**config.mk**
```make
export PLATFORM = sky130hd
export DESIGN_NAME = cache_read_arbiter
export DESIGN_NICKNAME = d
export VERILOG_FILES = /design/src/common/read_arb_pkg.sv /design/src/icache/icache_miss_req_adapter.sv /design/src/icache/icache_refill_gather.sv /design/src/hdl/read_arb_ctrl.sv /design/src/hdl/read_req_mux.sv /design/src/hdl/read_resp_demux.sv /design/src/hdl/cache_read_arbiter.sv
export VERILOG_INCLUDE_DIRS = /design/src /design/src/common
export SDC_FILE = /design/constraint.sdc
export NUM_CORES = 1
export LEC_CHECK = 0
export ABC_AREA = 1
export BUFFER_PORTS_ARGS = -buffer_cell sky130_fd_sc_hd__buf_4
export CORE_AREA = 10 10 196 198
export CTS_BUF_LIST = sky130_fd_sc_hd__clkbuf_16
export CTS_CLUSTER_DIAMETER = 30
export DETAILED_ROUTE_END_ITERATION = 16
export DIE_AREA = 0 0 206 208
export GPL_TIMING_DRIVEN = 0
export PLACE_DENSITY = 0.63
export REMOVE_ABC_BUFFERS = 1
export SYNTH_ARGS = -nofsm -noshare
export SYNTH_HDL_FRONTEND = slang
export SYNTH_SLANG_ARGS = --single-unit
export TNS_END_PERCENT = 1
```
**constraint.sdc**
```tcl
create_clock -name clk_i -period 9.6 [get_ports clk_i]
set_input_delay 0.96 -clock clk_i [delete_from_list [all_inputs] [get_ports clk_i]]
set_output_delay 0.96 -clock clk_i [all_outputs]
set_load 0.05 [all_outputs]
```
**src/common/read_arb_consts.svh**
```systemverilog
// Cache read arbiter constants
// Widths of the memory port and the instruction cache refill line,
// plus the request sizes used when converting an instruction cache miss
`ifndef READ_ARB_CONSTS_SVH
`define READ_ARB_CONSTS_SVH

`define MEM_ADDR_WIDTH    32
`define MEM_ID_WIDTH      4
`define MEM_DATA_WIDTH    64
`define ICACHE_LINE_WIDTH 128
`define ICACHE_BEATS      2
`define NUM_READ_SRC      3

// log2 of bytes per transfer
`define ICACHE_WORD_SIZE  2
`define ICACHE_LINE_SIZE  3

`endif

```
**src/common/read_arb_pkg.sv**
```systemverilog
// Cache read arbiter types
// Request, response and refill structures shared by the read arbiter
// and its requesters
`default_nettype none

`include "read_arb_consts.svh"

package read_arb_pkg;

  typedef struct packed {
    logic [`MEM_ADDR_WIDTH-1:0] addr;
    logic                       len;
    logic [2:0]                 size;
    logic [`MEM_ID_WIDTH-1:0]   id;
    logic                       cacheable;
  } mem_req_t;

  typedef struct packed {
    logic [`MEM_ID_WIDTH-1:0]   id;
    logic [`MEM_DATA_WIDTH-1:0] data;
    logic                       error;
    logic                       last;
  } mem_resp_t;

  typedef struct packed {
    logic [`MEM_ADDR_WIDTH-1:0] paddr;
    logic                       nc;
    logic [`MEM_ID_WIDTH-1:0]   tid;
  } icache_req_t;

  typedef struct packed {
    logic [`ICACHE_LINE_WIDTH-1:0] data;
    logic [`MEM_ID_WIDTH-1:0]      tid;
  } icache_rtrn_t;

  // Refill line seen whole or beat by beat
  typedef union packed {
    logic [`ICACHE_LINE_WIDTH-1:0]                     line;
    logic [`ICACHE_BEATS-1:0][`MEM_DATA_WIDTH-1:0]     beats;
  } refill_line_u;

  // One-hot source select
  typedef logic [`NUM_READ_SRC-1:0] read_src_t;

endpackage

`default_nettype wire

```
**src/icache/icache_miss_req_adapter.sv**
```systemverilog
// Instruction cache miss request adapter
// One-entry buffer that turns an instruction cache miss into a
// memory read request and holds it until arbitration takes it
`timescale 1ns/1ps
`default_nettype none

`include "read_arb_consts.svh"

module icache_miss_req_adapter
  import read_arb_pkg::*;
(
  input  logic        clk_i,
  input  logic        reset_i,

  input  logic        miss_valid_i,
  output logic        miss_ready_o,
  input  icache_req_t miss_i,

  output logic        req_valid_o,
  input  logic        req_ready_i,
  output mem_req_t    req_o
);

  logic     full_q;
  mem_req_t req_q;
  mem_req_t req_d;

  // Line refill is a burst, uncached fetch is a single word
  always_comb begin
    req_d.addr      = miss_i.paddr;
    req_d.len       = miss_i.nc ? 1'b0 : 1'(`ICACHE_BEATS - 1);
    req_d.size      = miss_i.nc ? 3'(`ICACHE_WORD_SIZE) : 3'(`ICACHE_LINE_SIZE);
    req_d.id        = miss_i.tid;
    req_d.cacheable = ~miss_i.nc;
  end

  // Accept when empty or when the held request leaves this cycle
  assign miss_ready_o = ~full_q | req_ready_i;

  always_ff @(posedge clk_i) begin
    if (reset_i) begin
      full_q <= 1'b0;
    end else if (miss_valid_i && miss_ready_o) begin
      full_q <= 1'b1;
    end else if (req_ready_i) begin
      full_q <= 1'b0;
    end
  end

  always_ff @(posedge clk_i) begin
    if (miss_valid_i && miss_ready_o) begin
      req_q <= req_d;
    end
  end

  assign req_valid_o = full_q;
  assign req_o       = req_q;

endmodule

`default_nettype wire

```
**src/icache/icache_refill_gather.sv**
```systemverilog
// Instruction cache refill gatherer
// Collects memory response beats into a full instruction cache line
// and returns it with the transaction ID as a one-cycle pulse
`timescale 1ns/1ps
`default_nettype none

`include "read_arb_consts.svh"

module icache_refill_gather
  import read_arb_pkg::*;
(
  input  logic         clk_i,
  input  logic         reset_i,

  input  logic         beat_valid_i,
  input  mem_resp_t    beat_i,

  output logic         rtrn_valid_o,
  output icache_rtrn_t rtrn_o
);

  localparam int CNT_W = $clog2(`ICACHE_BEATS);

  logic [CNT_W-1:0]        cnt_q;
  refill_line_u            line_q;
  refill_line_u            line_d;
  logic [`MEM_ID_WIDTH-1:0] tid_q;
  logic                    rtrn_valid_q;

  // First beat of a refill starts from an empty line
  // so a single-beat uncached return reads zero above beat 0
  always_comb begin
    line_d = line_q;
    if (cnt_q == '0) begin
      line_d.line = '0;
    end
    line_d.beats[cnt_q] = beat_i.data;
  end

  // Beat counter and return pulse
  always_ff @(posedge clk_i) begin
    if (reset_i) begin
      cnt_q        <= '0;
      rtrn_valid_q <= 1'b0;
    end else begin
      rtrn_valid_q <= beat_valid_i & beat_i.last;
      if (beat_valid_i) begin
        if (beat_i.last) begin
          cnt_q <= '0;
        end else begin
          cnt_q <= cnt_q + 1'b1;
        end
      end
    end
  end

  always_ff @(posedge clk_i) begin
    if (beat_valid_i) begin
      line_q <= line_d;
    end
    if (beat_valid_i && beat_i.last) begin
      tid_q <= beat_i.id;
    end
  end

  assign rtrn_valid_o = rtrn_valid_q;
  assign rtrn_o.data  = line_q.line;
  assign rtrn_o.tid   = tid_q;

endmodule

`default_nettype wire

```
**src/hdl/read_arb_ctrl.sv**
```systemverilog
// Read arbitration and routing controller
// Round-robin grant over the read sources with load control of the
// memory request register, and ID-based routing of read responses
`timescale 1ns/1ps
`default_nettype none

`include "read_arb_consts.svh"

module read_arb_ctrl
  import read_arb_pkg::*;
(
  input  logic                     clk_i,
  input  logic                     reset_i,

  input  read_src_t                src_valid_i,
  output read_src_t                src_ready_o,
  input  logic                     out_full_i,
  input  logic                     mem_req_ready_i,
  output read_src_t                grant_o,
  output logic                     load_o,

  input  logic [`MEM_ID_WIDTH-1:0] resp_id_i,
  input  logic [`MEM_ID_WIDTH-1:0] icache_id_i,
  input  logic [`MEM_ID_WIDTH-1:0] uc_read_id_i,
  output read_src_t                route_o
);

  localparam int IDX_W = $clog2(`NUM_READ_SRC);

  logic [IDX_W-1:0] ptr_q;
  logic [IDX_W-1:0] win_idx;
  read_src_t        grant;
  logic             can_load;

  // First valid source at or after the pointer wins
  always_comb begin
    int unsigned idx;
    grant   = '0;
    win_idx = ptr_q;
    for (int unsigned i = 0; i < `NUM_READ_SRC; i++) begin
      idx = ptr_q + i;
      if (idx >= `NUM_READ_SRC) begin
        idx = idx - `NUM_READ_SRC;
      end
      if (grant == '0 && src_valid_i[idx]) begin
        grant[idx] = 1'b1;
        win_idx    = IDX_W'(idx);
      end
    end
  end

  // Output register free or draining this cycle
  assign can_load    = ~out_full_i | mem_req_ready_i;
  assign load_o      = can_load & (|src_valid_i);
  assign grant_o     = grant;
  assign src_ready_o = grant & {`NUM_READ_SRC{can_load}};

  // Pointer moves just past the winner
  always_ff @(posedge clk_i) begin
    if (reset_i) begin
      ptr_q <= '0;
    end else if (load_o) begin
      if (win_idx == IDX_W'(`NUM_READ_SRC - 1)) begin
        ptr_q <= '0;
      end else begin
        ptr_q <= win_idx + 1'b1;
      end
    end
  end

  // Unknown IDs belong to the data cache miss path
  always_comb begin
    if (resp_id_i == icache_id_i) begin
      route_o = read_src_t'(3'b001);
    end else if (resp_id_i == uc_read_id_i) begin
      route_o = read_src_t'(3'b100);
    end else begin
      route_o = read_src_t'(3'b010);
    end
  end

endmodule

`default_nettype wire

```
**src/hdl/read_req_mux.sv**
```systemverilog
// Read request multiplexer
// Selects the granted source request and holds it in the output
// register until memory accepts it
`timescale 1ns/1ps
`default_nettype none

`include "read_arb_consts.svh"

module read_req_mux
  import read_arb_pkg::*;
(
  input  logic                            clk_i,
  input  logic                            reset_i,

  input  mem_req_t [`NUM_READ_SRC-1:0]    req_i,
  input  read_src_t                       grant_i,
  input  logic                            load_i,

  input  logic                            mem_req_ready_i,
  output logic                            mem_req_valid_o,
  output mem_req_t                        mem_req_o,
  output logic                            full_o
);

  logic     full_q;
  mem_req_t req_q;
  mem_req_t req_sel;

  // AND-OR select on the one-hot grant
  always_comb begin
    req_sel = '0;
    for (int i = 0; i < `NUM_READ_SRC; i++) begin
      if (grant_i[i]) begin
        req_sel = req_sel | req_i[i];
      end
    end
  end

  always_ff @(posedge clk_i) begin
    if (reset_i) begin
      full_q <= 1'b0;
    end else if (load_i) begin
      full_q <= 1'b1;
    end else if (mem_req_ready_i) begin
      full_q <= 1'b0;
    end
  end

  always_ff @(posedge clk_i) begin
    if (load_i) begin
      req_q <= req_sel;
    end
  end

  assign mem_req_valid_o = full_q;
  assign mem_req_o       = req_q;
  assign full_o          = full_q;

endmodule

`default_nettype wire

```
**src/hdl/read_resp_demux.sv**
```systemverilog
// Read response demultiplexer
// Registers one memory response beat and offers it only to the
// destination selected by the routing controller
`timescale 1ns/1ps
`default_nettype none

`include "read_arb_consts.svh"

module read_resp_demux
  import read_arb_pkg::*;
(
  input  logic                     clk_i,
  input  logic                     reset_i,

  input  logic                     mem_resp_valid_i,
  output logic                     mem_resp_ready_o,
  input  mem_resp_t                mem_resp_i,

  input  read_src_t                route_i,
  output logic [`MEM_ID_WIDTH-1:0] held_id_o,

  output read_src_t                dst_valid_o,
  input  read_src_t                dst_ready_i,
  output mem_resp_t                dst_resp_o
);

  logic      full_q;
  mem_resp_t resp_q;
  logic      take;

  assign dst_valid_o = route_i & {`NUM_READ_SRC{full_q}};

  // Held beat leaves when its own destination is ready
  assign take             = |(dst_valid_o & dst_ready_i);
  assign mem_resp_ready_o = ~full_q | take;

  always_ff @(posedge clk_i) begin
    if (reset_i) begin
      full_q <= 1'b0;
    end else if (mem_resp_valid_i && mem_resp_ready_o) begin
      full_q <= 1'b1;
    end else if (take) begin
      full_q <= 1'b0;
    end
  end

  always_ff @(posedge clk_i) begin
    if (mem_resp_valid_i && mem_resp_ready_o) begin
      resp_q <= mem_resp_i;
    end
  end

  assign held_id_o  = resp_q.id;
  assign dst_resp_o = resp_q;

endmodule

`default_nettype wire

```
**src/hdl/cache_read_arbiter.sv**
```systemverilog
// Cache subsystem read arbiter
// Shares one memory read port between the instruction cache miss path,
// the data cache miss path and the data cache uncached read path, and
// steers read responses back to their sources by ID
`timescale 1ns/1ps
`default_nettype none

`include "read_arb_consts.svh"

module cache_read_arbiter
  import read_arb_pkg::*;
(
  input  logic                     clk_i,
  input  logic                     reset_i,

  input  logic                     icache_miss_valid_i,
  output logic                     icache_miss_ready_o,
  input  icache_req_t              icache_miss_i,
  input  logic                     dcache_miss_valid_i,
  output logic                     dcache_miss_ready_o,
  input  mem_req_t                 dcache_miss_i,
  input  logic                     dcache_uc_read_valid_i,
  output logic                     dcache_uc_read_ready_o,
  input  mem_req_t                 dcache_uc_read_i,

  output logic                     mem_req_valid_o,
  input  logic                     mem_req_ready_i,
  output mem_req_t                 mem_req_o,
  input  logic                     mem_resp_valid_i,
  output logic                     mem_resp_ready_o,
  input  mem_resp_t                mem_resp_i,

  output logic                     icache_resp_valid_o,
  output icache_rtrn_t             icache_resp_o,
  output logic                     dcache_miss_resp_valid_o,
  input  logic                     dcache_miss_resp_ready_i,
  output mem_resp_t                dcache_miss_resp_o,
  output logic                     dcache_uc_read_resp_valid_o,
  input  logic                     dcache_uc_read_resp_ready_i,
  output mem_resp_t                dcache_uc_read_resp_o,

  input  logic [`MEM_ID_WIDTH-1:0] icache_miss_id_i,
  input  logic [`MEM_ID_WIDTH-1:0] dcache_uc_read_id_i
);

  logic                         ic_req_valid;
  mem_req_t                     ic_req;
  mem_req_t [`NUM_READ_SRC-1:0] src_req;
  read_src_t                    src_valid;
  read_src_t                    src_ready;
  read_src_t                    grant;
  logic                         load;
  logic                         out_full;
  read_src_t                    route;
  logic [`MEM_ID_WIDTH-1:0]     held_id;
  read_src_t                    dst_valid;
  read_src_t                    dst_ready;
  mem_resp_t                    dst_resp;

  icache_miss_req_adapter u_ic_adapter (
    .clk_i, .reset_i,
    .miss_valid_i (icache_miss_valid_i), .miss_ready_o (icache_miss_ready_o),
    .miss_i       (icache_miss_i),
    .req_valid_o  (ic_req_valid), .req_ready_i (src_ready[0]), .req_o (ic_req)
  );

  // Source order sets the round-robin order
  assign src_valid = {dcache_uc_read_valid_i, dcache_miss_valid_i, ic_req_valid};
  assign src_req   = {dcache_uc_read_i, dcache_miss_i, ic_req};
  assign dcache_miss_ready_o    = src_ready[1];
  assign dcache_uc_read_ready_o = src_ready[2];

  read_arb_ctrl u_ctrl (
    .clk_i, .reset_i,
    .src_valid_i (src_valid), .src_ready_o (src_ready), .out_full_i (out_full),
    .mem_req_ready_i, .grant_o (grant), .load_o (load),
    .resp_id_i   (held_id), .icache_id_i (icache_miss_id_i),
    .uc_read_id_i (dcache_uc_read_id_i), .route_o (route)
  );

  read_req_mux u_req_mux (
    .clk_i, .reset_i,
    .req_i (src_req), .grant_i (grant), .load_i (load),
    .mem_req_ready_i, .mem_req_valid_o, .mem_req_o, .full_o (out_full)
  );

  // Refill gatherer never stalls
  assign dst_ready = {dcache_uc_read_resp_ready_i, dcache_miss_resp_ready_i, 1'b1};

  read_resp_demux u_resp_demux (
    .clk_i, .reset_i,
    .mem_resp_valid_i, .mem_resp_ready_o, .mem_resp_i,
    .route_i (route), .held_id_o (held_id),
    .dst_valid_o (dst_valid), .dst_ready_i (dst_ready), .dst_resp_o (dst_resp)
  );

  icache_refill_gather u_gather (
    .clk_i, .reset_i,
    .beat_valid_i (dst_valid[0]), .beat_i (dst_resp),
    .rtrn_valid_o (icache_resp_valid_o), .rtrn_o (icache_resp_o)
  );

  assign dcache_miss_resp_valid_o    = dst_valid[1];
  assign dcache_miss_resp_o          = dst_resp;
  assign dcache_uc_read_resp_valid_o = dst_valid[2];
  assign dcache_uc_read_resp_o       = dst_resp;

endmodule

`default_nettype wire

```
==> impl_metrics.ini <==
[floorplan]
dieArea_sq_um = 42800
die_w_um = 206
die_y_um = 208
start_util_pct = 33.4
ios = 527
row_count = 68
core_area_sq_um = 34400

[logic_synthesis]
synth_area_sq_um = 11500
ys_seq_area_share_pct = 74.6
synth.distinct_cells = 26
syn_inst = 928
synth_area_per_cell_sq_um = 12.4
ys_seq_elements = 287
yosys_warnings = 0

[placement]
dp_cells = 1825
placed_area_sq_um = 15700
hpwl_um = 29900
port_buffers = 526
dp_slack_ns = 5.97
place.gp.congestion = 0.774

[sta]
skew_ns = 0.0119
setup_slack_ns = 5.55
worst_slew_pin_slew_ns = 0.946
finalCritPeriodShare_pct = 42.2
fin_crit_ns = 4.05
finalSetupViolations = 0
fmax_mhz = 247
max_slew_margin_pct = 36.8
rsz0062_at_grt = false
drv_slew = 0
hold_viol = 0

[global_routing]
antenna_found_initial = 4
grt_pass1_wl_um = 55300
overflow = 0
groute.usage.overall_pct = 17.2
grt_pass1_vias = 8772
grt_max_degree = 70

[worst_setup_path]
r2r_slack_ns = 6.27
cp.buffers_inverters = 3
critPathRequiredTime_ns = 8.64
rr_endpoint = u_req_mux.mem_req_o[18]
cp_top_family = simple AND/OR/NAND/NOR gates
crit_fanout = 7
cp_slowest_stage_delay_ns = 0.44
crit_chain = inv_1 > ha_1 > inv_1 > nand2_1 > nand3_1 > nand2_1 > nor2_2 > nand4_1 > nand2_1 > nor2_2 > nand2_1 > nand2_1 > nand3_1 > nand2_1 > buf_4
worstRegToRegCells = 15
cp-start-kind = flip-flop
worstPathArrival_ns = 3.09
crit_top_cell = nand2_1
r2r-start = u_ctrl.ptr_q[0]
slowest_stage = ha_1
crit_type = flip-flop to output pin
end_kind = output pin

[power_and_ir_drop]
seqPwrFrac_pct = 30.9
p_int_mw = 3.55
p_comb_share_pct = 30.9
p_leak_nw = 8.15
ir_worst_vdd_uv = 290
power.net_switching_mw = 1.93
clkPwrFrac_pct = 38.2
power.total_mw = 5.49
swShare_pct = 35.3
power_density_nw_per_um2 = 308

[outcome]
status = complete, no violations

[detailed_routing]
drcViolationCount = 0
routedWlPerCell_um = 19.8
first_pass_iters = 5
via_count = 8393
ant_nets = 0
drt_iter0_drc = 418
via_per_inst = 4.32
routed_wirelength_um = 38500

[clock_tree]
cts_resized = 0
ctsHoldBuffers = 0
cts_sinks = 287
cts_max_path_buffers = 3
cts_tree = done
post-cts-setup-buffers = 0
clk_latency_ns = 0.60
htreeDepth = 2
cts_root_buf = clkbuf_16
cts_made_buffers = 61
clk_pin_slew_ns = 0.05

[worst_hold_path]
hold_class = flip-flop to flip-flop
min_to = u_req_mux.mem_req_o[9]
min_from = u_ic_adapter.req_o[9]
whs_path_depth = 2

[finish]
utilization_pct = 51.8
fin_nets = 1643
final_cell_count_no_fill = 1943
design_area_sq_um = 17800
drive_gt1_share_pct = 44.2
area_growth_pct = 55.3

[run]
maxCapViolations = 0
[how the worst max path moves through the flow]
| stage | start | end | slack [ns] | cells past startpoint |
|---|---|---|---|---|
| after floorplan | u_resp_demux.held_id_o[1] | u_gather.line_q[0] | 1.83 | 5 |
| after global placement | icache_miss_id_i[1] | u_gather.line_q[11] | -2.31 | 6 |
| after detailed placement | dcache_uc_read_valid_i | icache_miss_ready_o | 5.97 | 12 |
| after CTS | u_ctrl.ptr_q[0] | icache_miss_ready_o | 5.53 | 15 |
| after global routing | u_ctrl.ptr_q[0] | icache_miss_ready_o | 5.27 | 15 |
| final | u_ctrl.ptr_q[0] | icache_miss_ready_o | 5.55 | 15 |
[Yosys cell counts (all sizes together)]
master | count | share of area [%]
nor2 | 79 | 2.7
clkbuf | 15 | 0.49
nor3 | 2 | 0.13
a21oi | 11 | 0.48
edfxtp | 280 | 73
xor2 | 2 | 0.15
nand2 | 213 | 7.0
a31oi | 2 | 0.24
a22o | 1 | 0.076
ha | 4 | 0.44
o21ai | 13 | 0.60
or2 | 1 | 0.055
nand4 | 2 | 0.11
dfxtp | 7 | 1.2
nand3 | 51 | 2.3
xnor2 | 5 | 0.38
inv | 158 | 5.2
buf | 82 | 5.2
[worst reg2reg max path: cells and delay by family, from the launching register on]
kind          cells  cell delay (ns)
simple gates     11             1.61
buf+inv           3             0.64
flops             1             0.40
fa+ha+maj         1             0.44
[cells in the final DEF (no fill, tap or decap), drive strengths merged]
cell type  Yosys  layout
nor2          79      79
nand3         51      51
o21ai         13      13
nand2        213     213
a21oi         11      11
clkinv         0      24
diode          0       3
ha             4       4
buf           82     539
nand4          2       2
edfxtp       280     280
xnor2          5       5
inv          158     169
clkinvlp       0       9
bufinv         0      10
or2            1       1
clkbuf        15      61
a31oi          2       2
nor3           2       2
xor2           2       2
dfxtp          7       7
a22o           1       1
[metrics by stage]
stage               hold slack, ns  setup TNS [ns]
floorplan                    0.472               0
global placement             0.496         -146.73
detailed placement           0.498               0
CTS                          0.493               0
global route                 0.497               0
finish                       0.510               0
[layer usage]
metal,routed length (um),vias to the layer above,global-route usage [%]
li1,-,3977,-
met1,13000,3935,17.6
met2,19900,414,30.4
met3,4560,65,7.50
met4,980,2,5.75
met5,13,-,0
[power by group through the flow]
stage | Clock [mW] | Combinational [mW] | Sequential [mW]
global placement | 0 | 1.63 | 1.72
detailed placement | 0 | 1.70 | 1.72
floorplan | 0 | 0.619 | 2.19
global route | 2.21 | 1.83 | 1.71
CTS | 2.14 | 1.71 | 1.70
finish | 2.10 | 1.69 | 1.70
[cell families after synthesis]
group | Yosys count | share of synthesized area, %
xor+xnor | 7 | 0.535
buf+inv | 255 | 10.8
flops | 287 | 74.6
fa+ha+maj | 4 | 0.437
simple gates | 348 | 12.2
compound gates | 27 | 1.40
[area by class of cell]
cell class,count,area [sq um]
fill,2972,16600
sequential,287,8550
timing repair buffer,539,4250
multi-input combinational,386,1740
clock buffer,61,1530
inverter,158,593
clock inverter,54,576
tap,455,569
antenna,3,7.51
[sequential cells by signal, indices dropped and copies added, names as in the netlist]
register	cells
u_ctrl.ptr_q	2
u_gather.cnt_q	1
u_gather.line_q	128
u_gather.rtrn_valid_o	1
u_gather.tid_q	4
u_ic_adapter.req_o	37
u_ic_adapter.req_valid_o	1
u_req_mux.full_o	1
u_req_mux.mem_req_o	41
u_resp_demux.dst_resp_o	66
u_resp_demux.full_q	1
u_resp_demux.held_id_o	4
No activity file was read; power rests on OpenSTA's default activity.
